==> config.mk <==
export PLATFORM = sky130hd
export DESIGN_NAME = vmask_top
export DESIGN_NICKNAME = d
export VERILOG_FILES = /design/src/rtl/vmask_pkg.sv /design/src/rtl/mask_operand_stage.sv /design/src/rtl/first_set_encoder.sv /design/src/rtl/popcount_tree.sv /design/src/rtl/mask_unit.sv /design/src/rtl/mask_writeback.sv /design/src/rtl/vmask_top.sv
export SDC_FILE = /design/constraint.sdc
export NUM_CORES = 1
export LEC_CHECK = 0
export BUFFER_PORTS_ARGS = -buffer_cell sky130_fd_sc_hd__buf_4
export CAP_MARGIN = 30
export CELL_PAD_IN_SITES_DETAIL_PLACEMENT = 0
export CELL_PAD_IN_SITES_GLOBAL_PLACEMENT = 2
export CORE_AREA = 2 2 167 209
export DETAILED_ROUTE_END_ITERATION = 10
export DIE_AREA = 0 0 169 211
export GPL_TIMING_DRIVEN = 0
export HOLD_SLACK_MARGIN = 0.15
export PLACE_DENSITY = 0.77
export SKIP_CTS_REPAIR_TIMING = 1
export SLEW_MARGIN = 25
export SYNTH_ARGS = -nofsm -noshare
export SYNTH_HDL_FRONTEND = slang
export SYNTH_SLANG_ARGS = --single-unit
==> constraint.sdc <==
create_clock -name CLK -period 9.3 [get_ports CLK]
set_clock_uncertainty 0.1 [all_clocks]
set_input_delay 0.465 -clock CLK [delete_from_list [all_inputs] [get_ports CLK]]
set_output_delay 0.465 -clock CLK [all_outputs]
set_load 0.01 [all_outputs]
==> src/rtl/vmask_pkg.sv <==
package vmask_pkg;

  // ========================================
  // Lane geometry
  // ========================================
  localparam int VMASK_W = 32;               // Mask bits per lane

  // ========================================
  // Opcodes and internal classes
  // ========================================
  typedef enum logic [3:0] {
    VMAND  = 4'd0,  VMNAND = 4'd1,  VMANDN = 4'd2,  VMOR   = 4'd3,
    VMNOR  = 4'd4,  VMORN  = 4'd5,  VMXOR  = 4'd6,  VMXNOR = 4'd7,
    VCPOP  = 4'd8,  VFIRST = 4'd9,  VMSBF  = 4'd10, VMSIF  = 4'd11,
    VMSOF  = 4'd12, VIOTA  = 4'd13, VID    = 4'd14
  } vmask_op_e;

  // Inverted logicals fold into the three base classes
  typedef enum logic [3:0] {
    MT_AND, MT_OR, MT_XOR, MT_POPC, MT_FIRST,
    MT_SBF, MT_SIF, MT_SOF, MT_IOTA, MT_ID
  } vmask_type_e;

  // ========================================
  // Stage payloads
  // ========================================
  typedef struct packed {
    vmask_op_e                    op;        // Instruction opcode
    logic [VMASK_W-1:0]           vs1;       // Mask source 1
    logic [VMASK_W-1:0]           vs2;       // Mask source 2
    logic [VMASK_W-1:0]           vmask;     // v0 enables
    logic [$clog2(VMASK_W)-1:0]   elem_idx;  // Element index for iota / id
  } vmask_req_t;

  typedef struct packed {
    vmask_type_e                  mask_type; // Operation class
    logic                         in_inv;    // Invert vs1 before the logical
    logic                         out_inv;   // Invert the logical result
    logic [VMASK_W-1:0]           vs1;
    logic [VMASK_W-1:0]           vs2;
    logic [VMASK_W-1:0]           vmask;
    logic [$clog2(VMASK_W)-1:0]   elem_idx;
  } vmask_dec_t;

  typedef struct packed {
    logic [VMASK_W-1:0]           wdata;     // Write value
    logic                         any_set;   // Some active bit was set
  } vmask_resp_t;

endpackage

==> src/rtl/mask_operand_stage.sv <==
`timescale 1ns/1ps

module mask_operand_stage (
  input  logic                  CLK,
  input  logic                  nRST,
  input  logic                  in_valid,
  input  vmask_pkg::vmask_req_t in_req,
  output logic                  dec_valid,
  output vmask_pkg::vmask_dec_t dec
);

  import vmask_pkg::*;

  vmask_dec_t dec_d;                          // Decoded request, before the register

  // ========================================
  // Opcode decode
  // ========================================
  always_comb begin
    dec_d          = '0;
    dec_d.vs1      = in_req.vs1;              // Operands pass straight through
    dec_d.vs2      = in_req.vs2;
    dec_d.vmask    = in_req.vmask;
    dec_d.elem_idx = in_req.elem_idx;
    case (in_req.op)
      VMAND  : dec_d.mask_type = MT_AND;
      VMNAND : begin
        dec_d.mask_type = MT_AND;
        dec_d.out_inv   = 1'b1;               // ~(vs2 & vs1)
      end
      VMANDN : begin
        dec_d.mask_type = MT_AND;
        dec_d.in_inv    = 1'b1;               // vs2 & ~vs1
      end
      VMOR   : dec_d.mask_type = MT_OR;
      VMNOR  : begin
        dec_d.mask_type = MT_OR;
        dec_d.out_inv   = 1'b1;
      end
      VMORN  : begin
        dec_d.mask_type = MT_OR;
        dec_d.in_inv    = 1'b1;
      end
      VMXOR  : dec_d.mask_type = MT_XOR;
      VMXNOR : begin
        dec_d.mask_type = MT_XOR;
        dec_d.out_inv   = 1'b1;
      end
      VCPOP  : dec_d.mask_type = MT_POPC;
      VFIRST : dec_d.mask_type = MT_FIRST;
      VMSBF  : dec_d.mask_type = MT_SBF;
      VMSIF  : dec_d.mask_type = MT_SIF;
      VMSOF  : dec_d.mask_type = MT_SOF;
      VIOTA  : dec_d.mask_type = MT_IOTA;
      VID    : dec_d.mask_type = MT_ID;
      // Unused opcode lands outside every class, so the unit writes zero
      default: dec_d.mask_type = vmask_type_e'(4'hf);
    endcase
  end

  // ========================================
  // Input register
  // ========================================
  always_ff @(posedge CLK, negedge nRST) begin
    if (!nRST) begin
      dec_valid <= 1'b0;
      dec       <= '0;
    end else begin
      dec_valid <= in_valid;                  // One-cycle strobe follows through
      if (in_valid) dec <= dec_d;             // Payload only moves with a request
    end
  end

endmodule

==> src/rtl/first_set_encoder.sv <==
`timescale 1ns/1ps

module first_set_encoder #(
  parameter int WIDTH = 32
) (
  input  logic [WIDTH-1:0]         bits,
  output logic [$clog2(WIDTH)-1:0] index,
  output logic                     found
);

  localparam int IDX_W = $clog2(WIDTH);

  // ========================================
  // Lowest set bit wins
  // ========================================
  // Scan from the top down so later hits
  // overwrite earlier ones and the LSB side
  // has priority
  always_comb begin
    index = '0;                               // Zero when nothing is set
    found = 1'b0;
    for (int i = WIDTH - 1; i >= 0; i--) begin
      if (bits[i]) begin
        index = IDX_W'(i);
        found = 1'b1;
      end
    end
  end

endmodule

==> src/rtl/popcount_tree.sv <==
`timescale 1ns/1ps

module popcount_tree #(
  parameter int WIDTH = 32                    // Multiple of 8
) (
  input  logic [WIDTH-1:0]       bits,
  output logic [$clog2(WIDTH):0] count
);

  localparam int NGRP  = WIDTH / 8;           // Number of byte groups
  localparam int CNT_W = $clog2(WIDTH) + 1;

  logic [3:0] grp_cnt [NGRP];                 // 0..8 per group

  // ========================================
  // Per-byte adder tree
  // ========================================
  for (genvar g = 0; g < NGRP; g++) begin : g_grp
    logic [1:0] pair_sum [4];                 // Level 1, bit pairs
    logic [2:0] quad_sum [2];                 // Level 2, nibbles
    for (genvar k = 0; k < 4; k++) begin : g_pair
      assign pair_sum[k] = {1'b0, bits[g*8 + 2*k]} + {1'b0, bits[g*8 + 2*k + 1]};
    end
    assign quad_sum[0] = {1'b0, pair_sum[0]} + {1'b0, pair_sum[1]};
    assign quad_sum[1] = {1'b0, pair_sum[2]} + {1'b0, pair_sum[3]};
    assign grp_cnt[g]  = {1'b0, quad_sum[0]} + {1'b0, quad_sum[1]};
  end

  // Final sum across the groups
  always_comb begin
    count = '0;
    for (int g = 0; g < NGRP; g++) begin
      count = count + CNT_W'(grp_cnt[g]);
    end
  end

endmodule

==> src/rtl/mask_unit.sv <==
`timescale 1ns/1ps

module mask_unit #(
  parameter int WIDTH = vmask_pkg::VMASK_W
) (
  input  vmask_pkg::vmask_dec_t  dec,
  output vmask_pkg::vmask_resp_t resp
);

  import vmask_pkg::*;

  localparam int IDX_W = $clog2(WIDTH);
  localparam int CNT_W = IDX_W + 1;

  logic [WIDTH-1:0] active;                   // vs2 under the v0 enables
  logic [WIDTH-1:0] src1;                     // vs1 after optional inversion
  logic [WIDTH-1:0] logic_raw;
  logic [WIDTH-1:0] logic_res;
  logic [WIDTH-1:0] below_mask;               // Ones under elem_idx
  logic [WIDTH-1:0] sbf_bits;
  logic [WIDTH-1:0] sif_bits;
  logic [WIDTH-1:0] sof_bits;
  logic [IDX_W-1:0] first_idx;
  logic             first_found;
  logic [CNT_W-1:0] pop_cnt;
  logic [CNT_W-1:0] iota_cnt;

  // ========================================
  // Operand forming
  // ========================================
  assign active     = dec.vs2 & dec.vmask;
  assign src1       = dec.in_inv ? ~dec.vs1 : dec.vs1;
  assign below_mask = (WIDTH'(1) << dec.elem_idx) - WIDTH'(1);

  // Mask logicals ignore v0
  always_comb begin
    case (dec.mask_type)
      MT_OR   : logic_raw = dec.vs2 | src1;
      MT_XOR  : logic_raw = dec.vs2 ^ src1;
      default : logic_raw = dec.vs2 & src1;
    endcase
  end
  assign logic_res = dec.out_inv ? ~logic_raw : logic_raw;

  // ========================================
  // Encoder and counters
  // ========================================
  first_set_encoder #(.WIDTH(WIDTH)) enc0 (
    .bits  (active),
    .index (first_idx),
    .found (first_found)                      // Low when no active bit
  );

  popcount_tree #(.WIDTH(WIDTH)) pop_all (
    .bits  (active),
    .count (pop_cnt)
  );

  // Iota for this element only
  popcount_tree #(.WIDTH(WIDTH)) pop_below (
    .bits  (active & below_mask),
    .count (iota_cnt)
  );

  // First-set patterns
  assign sof_bits = first_found ? (WIDTH'(1) << first_idx) : '0;
  assign sbf_bits = first_found ? (sof_bits - WIDTH'(1)) : '1;  // All ones when none found
  assign sif_bits = sbf_bits | sof_bits;                         // Stays all ones when none found

  // ========================================
  // Result select
  // ========================================
  always_comb begin
    case (dec.mask_type)
      MT_AND, MT_OR, MT_XOR : resp.wdata = logic_res;
      MT_POPC  : resp.wdata = WIDTH'(pop_cnt);
      MT_FIRST : resp.wdata = first_found ? WIDTH'(first_idx) : '1;  // -1 when empty
      MT_SBF   : resp.wdata = sbf_bits;
      MT_SIF   : resp.wdata = sif_bits;
      MT_SOF   : resp.wdata = sof_bits;
      MT_IOTA  : resp.wdata = WIDTH'(iota_cnt);
      MT_ID    : resp.wdata = WIDTH'(dec.elem_idx);
      default  : resp.wdata = '0;
    endcase
    resp.any_set = first_found;               // Same flag for every class
  end

endmodule

==> src/rtl/mask_writeback.sv <==
`timescale 1ns/1ps

module mask_writeback (
  input  logic                   CLK,
  input  logic                   nRST,
  input  logic                   dec_valid,
  input  vmask_pkg::vmask_resp_t resp,
  output logic                   out_valid,
  output vmask_pkg::vmask_resp_t out_resp
);

  // ========================================
  // Output register
  // ========================================
  // The pulse is one cycle wide, the data
  // stays put until the next result lands

  // Valid pulse
  always_ff @(posedge CLK, negedge nRST) begin
    if (!nRST) begin
      out_valid <= 1'b0;
    end else begin
      out_valid <= dec_valid;
    end
  end

  // Response data
  always_ff @(posedge CLK, negedge nRST) begin
    if (!nRST) begin
      out_resp <= '0;                         // Clean zero after reset
    end else if (dec_valid) begin
      out_resp <= resp;                       // Capture only with a result
    end
  end

endmodule

==> src/rtl/vmask_top.sv <==
`timescale 1ns/1ps

module vmask_top #(
  parameter int WIDTH = vmask_pkg::VMASK_W
) (
  input  logic                   CLK,
  input  logic                   nRST,
  input  logic                   in_valid,
  input  vmask_pkg::vmask_req_t  in_req,
  output logic                   out_valid,
  output vmask_pkg::vmask_resp_t out_resp
);

  import vmask_pkg::*;

  logic        dec_valid;                     // Stage 1 valid
  vmask_dec_t  dec;                           // Stage 1 payload
  vmask_resp_t resp;                          // Combinational result

  // ========================================
  // Three-stage pipe, 2 cycles in to out
  // ========================================
  mask_operand_stage stage0 (
    .CLK       (CLK),
    .nRST      (nRST),
    .in_valid  (in_valid),
    .in_req    (in_req),
    .dec_valid (dec_valid),
    .dec       (dec)
  );

  mask_unit #(.WIDTH(WIDTH)) unit0 (
    .dec  (dec),
    .resp (resp)
  );

  mask_writeback wb0 (
    .CLK       (CLK),
    .nRST      (nRST),
    .dec_valid (dec_valid),
    .resp      (resp),
    .out_valid (out_valid),
    .out_resp  (out_resp)
  );

endmodule

# Yosys cells after proc, flatten, opt, wreduce, memory -nomap -nowiden
# Cells that the tools add are included.
# totals
register_bits	142
in_bits	108
# classes
n_addsub	64
eq_ne	23
n_shift	2
muxes	74
bitwise_logic	8
n_reduce_logical	8
# op_table
operator	count
32-bit case mux with 8 select lines	1
32-bit 2-to-1 mux	5
5-bit 2-to-1 mux	32
32-bit bitwise AND	3
1-bit by 1-bit adder with 2-bit output	32
32-bit NOT	2
32-bit OR	2
32-bit case mux with 2 select lines	1
1-bit by 5-bit left shift with 32-bit output (first input constant)	2
2-bit by 2-bit adder with 3-bit output	16
4-bit case mux with 10 select lines	1
4-bit == test (second input constant)	9
1-bit 2-to-1 mux	34
3-bit by 3-bit adder with 4-bit output	8
4-bit by 3-bit == test with 1-bit output (second input constant)	8
32-bit by 1-bit subtractor with 32-bit output (second input constant)	1
32-bit by 2-bit subtractor with 32-bit output (second input constant)	1
32-bit XOR	1
4-bit by 2-bit == test with 1-bit output (second input constant)	4
5-bit by 4-bit adder with 6-bit output	2
6-bit by 4-bit adder with 6-bit output	2
3-bit OR reduction	4
4-bit by 4-bit adder with 5-bit output	2
4-bit by 1-bit == test with 1-bit output (second input constant)	2
2 further kinds	4

# Longest topological paths before layout
# Gate-level depths: netlist (run 1).
# depth
word_depth	39
mapped_depth	29
depth_no_buf	27

# Cells and area by module
# A second synthesis (run 1) with hierarchy kept.
# hier_totals
cells_unflattened	1396
area_unflattened_um2	12902.4
# by_module_without_submodules
mod	instances	cells_per_inst	area_per_inst_um2	seq_area_each_um2
mask_unit	1	863	5470.2	0.0
mask_operand_stage	1	255	4154.0	2702.6
popcount_tree	2	71	750.7	0.0
mask_writeback	1	71	1406.3	850.8
first_set_encoder	1	65	370.4	0.0

# Least setup slack after synthesis (run 1)
# No wires, ideal clock.
# synth_timing
kind	register to register
startpoint	reg stage0.dec[3] (netlist name)
endpoint	reg wb0.out_resp[5] (netlist name)
t_arrival_ns	6.395
path_slack_ns	2.657
path_stages_with_launch	27
synth_period_minus_slack_ns	6.643
path_cell_list	dfrtp_1 clkbuf_1 or2_2 clkbuf_1 nor2_1 nand3b_1 ha_1 clkbuf_1 nor3_1 o21ai_0 a21boi_0 o21ai_0 fa_1 fa_1 fa_1 fa_1 fa_1 inv_1 ha_1 fa_1 a21o_1 a21oi_1 xor2_1 o21ai_0 a222oi_1 o221a_1 o221ai_1
# synth_between
elab_chain_cells	10
# synth_lines
element	line	rtl
1-bit by 5-bit left shift with 32-bit output *	mask_unit.sv:33	assign below_mask = (WIDTH'(1) << dec.elem_idx) - WIDTH'(1);
32-bit by 2-bit subtractor with 32-bit output *	mask_unit.sv:33	
32-bit bitwise AND *	mask_unit.sv:61	.bits (active & below_mask),
1-bit by 1-bit adder with 2-bit output	popcount_tree.sv:22	assign pair_sum[k] = {1'b0, bits[g*8 + 2*k]} + {1'b0, bits[g*8 + 2*k + 1]};
2-bit by 2-bit adder with 3-bit output, on equally long branches	popcount_tree.sv:24, popcount_tree.sv:25	
3-bit by 3-bit adder with 4-bit output	popcount_tree.sv:26	assign grp_cnt[g] = {1'b0, quad_sum[0]} + {1'b0, quad_sum[1]};
4-bit by 4-bit adder with 5-bit output	popcount_tree.sv:33	count = count + CNT_W'(grp_cnt[g]);
5-bit by 4-bit adder with 6-bit output	popcount_tree.sv:33	
6-bit by 4-bit adder with 6-bit output *	popcount_tree.sv:33	
32-bit case mux with 8 select lines *	mask_unit.sv:74	case (dec.mask_type)
# Every way passes the cells marked *; elsewhere a longest branch is shown, timed or not.
# A chain may end at the register's enable or synchronous reset.

# Worst setup path in the final report (run 1)
# layout_timing
startpoint	reg stage0.dec[3] (netlist name)
endpoint	reg wb0.out_resp[5] (netlist name)
# layout_between
elab_chain_cells	10
# layout_lines
element	line
1-bit by 5-bit left shift with 32-bit output *	mask_unit.sv:33
32-bit by 2-bit subtractor with 32-bit output *	mask_unit.sv:33
32-bit bitwise AND *	mask_unit.sv:61
1-bit by 1-bit adder with 2-bit output	popcount_tree.sv:22
2-bit by 2-bit adder with 3-bit output, on equally long branches	popcount_tree.sv:24, popcount_tree.sv:25
3-bit by 3-bit adder with 4-bit output	popcount_tree.sv:26
4-bit by 4-bit adder with 5-bit output	popcount_tree.sv:33
5-bit by 4-bit adder with 6-bit output	popcount_tree.sv:33
6-bit by 4-bit adder with 6-bit output *	popcount_tree.sv:33
32-bit case mux with 8 select lines *	mask_unit.sv:74
# Marked as above.

==> results.json, run 1 <==
{
  "cts_buffers": 17,
  "maximum_number_of_pins_on_one_net_before_global_route_repair": 55,
  "detailedRoute.firstIterationViolations": 912,
  "synth_ff_type": "dfrtp_1",
  "register_clock_pin_slew_on_the_reported_worst_setup_and_hold_paths_ns": 0.07,
  "wire_per_inst_um": 23.9,
  "syn-mean-instance-area_um2": 8.71,
  "final.period_utilization_pct": 83.0,
  "numClockSinks": 142,
  "cp_top_family": "adder cells",
  "crit_top_cell": "fa_1",
  "drive_above_1_share_pct": 17.1,
  "port_buffers": 137,
  "synth.yosys.warnings": 0,
  "r2r-start": "stage0.dec[3]",
  "number_of_buffer_and_inverter_stages_on_the_critical_path": 4,
  "final-hold-violation-count": 0,
  "tritoncts": "done",
  "standard_cell_with_the_maximum_stage_delay_on_the_critical_path": "fa_1",
  "maxSlewViolCount": 0,
  "drt-met1-wl_um": 21300,
  "final_core_area_utilization_pct": 45.2,
  "met2RoutedLength_um": 24800,
  "flow.area_growth_from_synthesis_pct": 23.5,
  "power.ir.vdd_worst_mv": 0.142,
  "vias_in_the_first_global_route": 11400,
  "num_antenna_cells": 0,
  "run_status": "complete, no violations",
  "cts.path.max_buffers": 2,
  "setup-violations-final": 0,
  "max_clock_freq_ghz": 0.130,
  "place_congestion": 0.955,
  "worst_slew_margin_relative_to_its_limit_pct": 33.2,
  "rsz0062_at_grt": "no",
  "drtPass1Iterations": 6,
  "syn-instance-count": 1412,
  "ctsRootBufferMaster": "clkbuf_16",
  "floorplan.rows": 75,
  "worstSetupEndpointType": "flip-flop",
  "met3_wirelength_um": 2000,
  "worstMarginPinSlew_ns": 0.994,
  "io-pin-count": 142,
  "grt_use_total_pct": 28.1,
  "combined_area_of_all_synthesized_cells_um2": 12300,
  "worst_setup_path_startpoint": "stage0.dec[3]",
  "max_stage_delay_ns": 0.56,
  "synth_edf_count": 0,
  "syn-num-nets": 1647,
  "holdCritPathClass": "input port to flip-flop",
  "post_detailed_route_drc_marker_count": 0,
  "synth_seq_area_share_pct": 28.9,
  "cp_data_arrival_time_ns": 7.91,
  "route.antenna.remaining_nets": 0,
  "power_density_nw_per_um2": 199,
  "timing.setup.tns_ns": 0,
  "post_drt_via_cell_ratio": 5.54,
  "async_flop_share_pct": 100,
  "finalHoldWorstSlack_ns": 0.120,
  "synth.lib_cells_used.distinct": 85,
  "synth_area_leaders": "dfrtp_1 29%, ha_1 8.0%, fa_1 7.8%",
  "wirelength_um": 49600,
  "initial_utilization_pct": 36.6,
  "post-route-min-period_ns": 7.72,
  "grt_overflow": 0,
  "cts.htree.levels": 4,
  "cap_viol_max_count": 0,
  "worst_skew_pair.late_latency_ns": 0.46,
  "path_max_fanout": 10,
  "highest_layer": "met4",
  "crit_path_start_kind": "flip-flop",
  "finish.net_count": 1877,
  "portion_of_synthesized_cell_area_occupied_by_the_leading_cell_type_pct": 28.9,
  "num_vias": 11500,
  "die-width_um": 169,
  "synth_seq_cells": 142,
  "synth_largest_area_cell": "dfrtp_1",
  "worstHoldStart": "in_req[40]",
  "dp_hpwl_um": 39700,
  "static-leakage-power_nw": 6.97,
  "critPathRequiredTime_ns": 9.50,
  "core_area_um2": 33600,
  "die_h_um": 211,
  "global_route_wire_length_before_repair_um": 73000,
  "grt_antenna_before_repair": 1,
  "die_area_um2": 35700,
  "timing.setup.critical_path_class": "flip-flop to flip-flop"
}
==> final cells by class <==
class	instances	area [µm²]
plain buffers	91	355
repair buffers	211	1810
flip-flops and latches	142	3550
clock buffers	19	443
fillers	3358	18400
well taps	423	529
inverters	136	510
multi-input cells	1043	7880
clock inverters	12	113
==> cells in the final DEF, fill, tap and decap left out, drive strengths merged, types with 3 or more instances in the layout <==
master       Yosys  layout
xor2            54      54
a21oi          102     102
a21o             9       9
nor2            99      99
o22ai           18      18
xnor2           20      20
or2              6       6
nand2          153     153
a41oi            3       3
nor3            15      15
mux2i           17      17
buf             23     162
nand3           26      26
a31oi           13      13
o221ai          31      31
and3             6       6
o221a            7       7
a22oi            8       8
ha              79      79
nor4             7       7
mux2            73      73
a211oi           7       7
dfrtp          142     142
nand2b           7       7
nand4           10      10
a22o            17      17
o2bb2ai          7       7
clkinv           1       7
o31ai            5       5
nor2b           22      22
inv            135     138
nor3b           11      11
fa              48      48
and2            10      10
nand3b           3       3
clkbuf          68      88
a221oi           8       8
dlygate4sd3      0      71
o21ai           94      94
o211ai          14      14
==> routing by layer <==
layer,global-route usage (%),up-vias
met5,0,-
met4,9.40,0
met3,3.26,70
met2,49.5,312
met1,35.9,5753
li1,-,5375
==> registers in the layout, summed over array words and instances, names as in the netlist <==
register / count
stage0.dec_valid: 1
wb0.out_valid: 1
wb0.out_resp: 33
stage0.dec: 107
==> worst register-to-register path: stages, from the launching register on <==
cell and delay, ns:
dfrtp_1 0.36, clkbuf_1 0.25, or2_2 0.36, clkbuf_1 0.22, nor2_1 0.30, nand3b_1 0.12
ha_1 0.29, clkbuf_1 0.26, nor3_1 0.17, o21ai_0 0.09, a21boi_0 0.25, o21ai_0 0.17
fa_1 0.55, fa_1 0.57, fa_1 0.43, fa_1 0.47, fa_1 0.52, inv_1 0.05
ha_1 0.21, fa_1 0.46, a21o_1 0.17, a21oi_1 0.17, xor2_1 0.14, o21ai_0 0.11
a222oi_1 0.40, o221a_1 0.27, o221ai_1 0.11
==> worst paths after layout <==
kind	endpoint	depth (start not counted)	slack, ns
max reg2reg	wb0.out_resp[5]	26	1.58
max in group asynchronous	wb0.out_resp[7]	4	7.83
min	stage0.dec[40]	3	0.12
max	wb0.out_resp[5]	26	1.58
min reg2reg	wb0.out_resp[16]	1	0.39
min in group asynchronous	stage0.dec[91]	2	0.37
==> cell usage after synthesis, types with 6 or more instances <==
master	number
o211ai_1	14
nand2_1	152
dfrtp_1	142
inv_1	135
a22o_1	15
buf_1	14
nand3_1	25
nand2b_1	7
o21ai_0	91
ha_1	79
nor2b_1	22
mux2i_1	17
o221ai_1	29
clkbuf_1	68
nand4_1	9
a31oi_1	13
a21o_1	8
a221oi_1	8
a22oi_1	8
mux2_2	73
nor3b_1	11
a211oi_1	6
xor2_1	54
nor3_1	14
o2bb2ai_1	7
fa_1	48
buf_2	8
xnor2_1	20
nor2_1	96
and2_1	6
o22ai_1	18
a21oi_1	99
==> power by group <==
part	internal (W)	switching [W]	total (W)
clock	0.000375	0.000305	0.000681
combinational	0.000649	0.000920	0.00157
sequential	0.000700	0.0000804	0.000781
==> kinds of logic (layout without fill, tap and decap cells) <==
family | Yosys count | in the layout | synth area share, %
muxes | 90 | 90 | 8.07
other | 1 | 1 | 0.0305
and+or+nand+nor | 385 | 385 | 15.0
xor gates and xnor gates | 74 | 74 | 5.27
AOI/OAI and AO/OA | 366 | 366 | 19.8
adders and majority gates | 127 | 127 | 15.9
buffers and inverters | 227 | 469 | 7.04
DFF | 142 | 142 | 28.9
==> per-stage QoR <==
step	total power, W	area (µm²)	std cells	setup WS [ns]
detailed placement	0.00233	13900	1974	1.67
global route	0.00325	15200	2077	1.16
global placement	0.00231	13900	1972	1.58
floorplan	0.00178	12300	1412	2.66
finish	0.00303	15200	2077	1.58
CTS	0.00302	14500	2005	1.63
(Power assumes the default switching activity.)
==> inputs of run 2 (changes only) <==
clock period = 7.4 ns   (was 9.3 ns; I/O delays follow)
==> run 2 against run 1 <==
Effect of this change:
- sequential power grew 26%
- die area unchanged
- wire length up 0.58%
- first-iteration DRC count is 5.0% lower
- worst hold slack improved by 0.14 ns
- non-clock buffer count is 32 higher
- critical path depth decreased by 1
- sequential share of layout area shrank 0.52 points
- clock-buffer cell count is the same
- clock power increased by 26%
==> results.json, run 2 (synthesis gave the netlist of run 1 again) <==
{
  "run_status": "complete, no violations",
  "standard_cell_with_the_maximum_stage_delay_on_the_critical_path": "fa_1",
  "numClockSinks": 142,
  "drtPass1Iterations": 5,
  "flow.area_growth_from_synthesis_pct": 26.4,
  "post-route-min-period_ns": 7.01,
  "timing.setup.critical_path_class": "flip-flop to flip-flop",
  "setup-violations-final": 0,
  "pre_cts_slack_ns": -0.228,
  "finalNonFillerCells": 2109,
  "cp_num_cells": 25,
  "cellInternalPower_w": 0.00218,
  "worstMarginPinSlew_ns": 1.08,
  "max_reg_flops": 107,
  "cp-endpoint": "wb0.out_resp[5]",
  "power_density_nw_per_um2": 246,
  "post_detailed_route_drc_marker_count": 0,
  "power.ir.vdd_worst_mv": 0.177,
  "die_area_um2": 35700,
  "pwr-share-comb_pct": 51.9,
  "portion_of_total_power_attributed_to_sequential_cells_pct": 25.7,
  "post_drt_via_cell_ratio": 5.51,
  "floorplan.rows": 75,
  "layout_common_cells": "152 x nand2_1, 141 x buf_4, 140 x dfrtp_1",
  "final-hold-violation-count": 0,
  "critPathRequiredTime_ns": 7.59,
  "vias_in_the_first_global_route": 11400,
  "wirelength_um": 49900,
  "max_stage_delay_ns": 0.57,
  "power_w": 0.00383,
  "total_switching_power_w": 0.00165,
  "detailedRoute.firstIterationViolations": 866,
  "reg2reg_depth": 25,
  "grt_overflow": 0,
  "core_area_um2": 33600,
  "crit_top_cell": "fa_1",
  "cts_buffers": 17,
  "io-pin-count": 142,
  "max_clock_freq_ghz": 0.143,
  "dp_hpwl_um": 39700,
  "register_area_um2": 3560,
  "cap_viol_max_count": 0,
  "num_antenna_cells": 0,
  "initial_utilization_pct": 36.6,
  "rsz0062_at_grt": "no",
  "worst_slew_margin_relative_to_its_limit_pct": 27.6,
  "numPlacedInstances": 1974,
  "regToRegEndpoint": "wb0.out_resp[5]",
  "holdCritPathClass": "input port to flip-flop",
  "place_congestion": 0.955,
  "cp_data_arrival_time_ns": 7.20,
  "fill_cells": 3330,
  "largest_register": "stage0.dec",
  "ctsRootBufferMaster": "clkbuf_16",
  "die-width_um": 169,
  "grt_antenna_before_repair": 1,
  "multiInputGateArea_um2": 7890,
  "r2r-start": "stage0.dec[2]",
  "final.period_utilization_pct": 94.7,
  "cts.path.max_buffers": 2,
  "route.antenna.remaining_nets": 0,
  "maximum_number_of_pins_on_one_net_before_global_route_repair": 55,
  "register_clock_pin_slew_on_the_reported_worst_setup_and_hold_paths_ns": 0.07,
  "timing.setup.tns_ns": 0,
  "wire_per_inst_um": 23.6,
  "port_buffers": 137,
  "path_max_fanout": 9,
  "static-leakage-power_nw": 7.12,
  "worst_setup_path_startpoint": "stage0.dec[2]",
  "cts.htree.levels": 4,
  "worst_skew_pair.late_latency_ns": 0.45,
  "number_of_buffer_and_inverter_stages_on_the_critical_path": 2,
  "die_h_um": 211,
  "worstSetupEndpointType": "flip-flop",
  "tritoncts": "done",
  "register_to_register_setup_slack_ns": 0.39,
  "global_route_wire_length_before_repair_um": 73000,
  "p_sw_share_pct": 43.0,
  "dpl_cell_area_um2": 13900,
  "final_cell_area_um2": 15500,
  "final_critical_path_setup_slack_ns": 0.392,
  "grt_use_total_pct": 28.1,
  "num_vias": 11600,
  "maxSlewViolCount": 0,
  "layout_top_registers": "stage0.dec: 107 flops, wb0.out_resp: 33 flops",
  "clock_power_share_pct": 22.3,
  "crit_path_start_kind": "flip-flop",
  "finish.net_count": 1909,
  "cp_top_family": "adder cells",
  "drive_above_1_share_pct": 17.6,
  "leading_cell_type_in_the_layout_fill_and_taps_excluded": "nand2_1"
}
==> run 2: cell types whose count changed in the layout (fill, tap and decap cells not counted), sizes merged <==
cell	delta
clkbuf	-5
buf	+5
dlygate4sd3	+32
==> run 2: area by class of cell <==
type | instances | share of cell area, %
multi-input combinational | 1043 | 50.8
sequential | 142 | 22.9
timing repair buffer | 247 | 13.9
tap | 423 | 3.41
inverter | 136 | 3.28
clock buffer | 19 | 2.85
buffer | 87 | 2.21
clock inverter | 12 | 0.725
==> run 2: worst min-delay path by stage <==
stage	startpoint	to	slack, ns	depth (start not counted)
final	in_req[104]	stage0.dec[103]	0.26	3
after global routing	nRST	stage0.dec[91]	0.29	2
after CTS	nRST	stage0.dec[91]	-0.31	1
after detailed placement	nRST	stage0.dec[91]	0.17	1
after global placement	wb0.out_resp[16]	wb0.out_resp[16]	0.37	1
after floorplan	nRST	stage0.dec[0]	-0.03	0
==> run 2: tightest hold or removal path: cells and delay by family <==
family / cells / cell delay, ns
AND/OR/NAND/NOR: 1 / 0.13
AO/OA/AOI/OAI: 1 / 0.08
buffers and inverters: 1 / 0.18
==> run 2: power by group through the flow <==
| stage | clock [W] | sequential (W) | combinational [W] |
|---|---|---|---|
| finish | 0.000855 | 0.000985 | 0.00199 |
| global route | 0.000899 | 0.000998 | 0.00221 |
| CTS | 0.000870 | 0.000981 | 0.00194 |
| detailed placement | 0 | 0.000995 | 0.00193 |
| global placement | 0 | 0.000991 | 0.00191 |
| floorplan | 0 | 0.000978 | 0.00126 |
==> run 2: per-stage QoR <==
| stage | util (%) | hold slack [ns] |
|---|---|---|
| floorplan | - | -0.0256 |
| detailed placement | 41.4 | 0.169 |
| CTS | 43.1 | -0.313 |
| global placement | 41.2 | 0.373 |
| finish | 46.3 | 0.257 |
| global route | 46.3 | 0.293 |
==> run 2: per-layer routing <==
metal / track usage [%] / vias to the layer above / wire length [µm]
met5: 0 / - / 0
met4: 9.40 / 0 / 1550
met3: 3.26 / 75 / 2070
met2: 49.5 / 321 / 25000
met1: 35.9 / 5789 / 21300
li1: - / 5445 / -
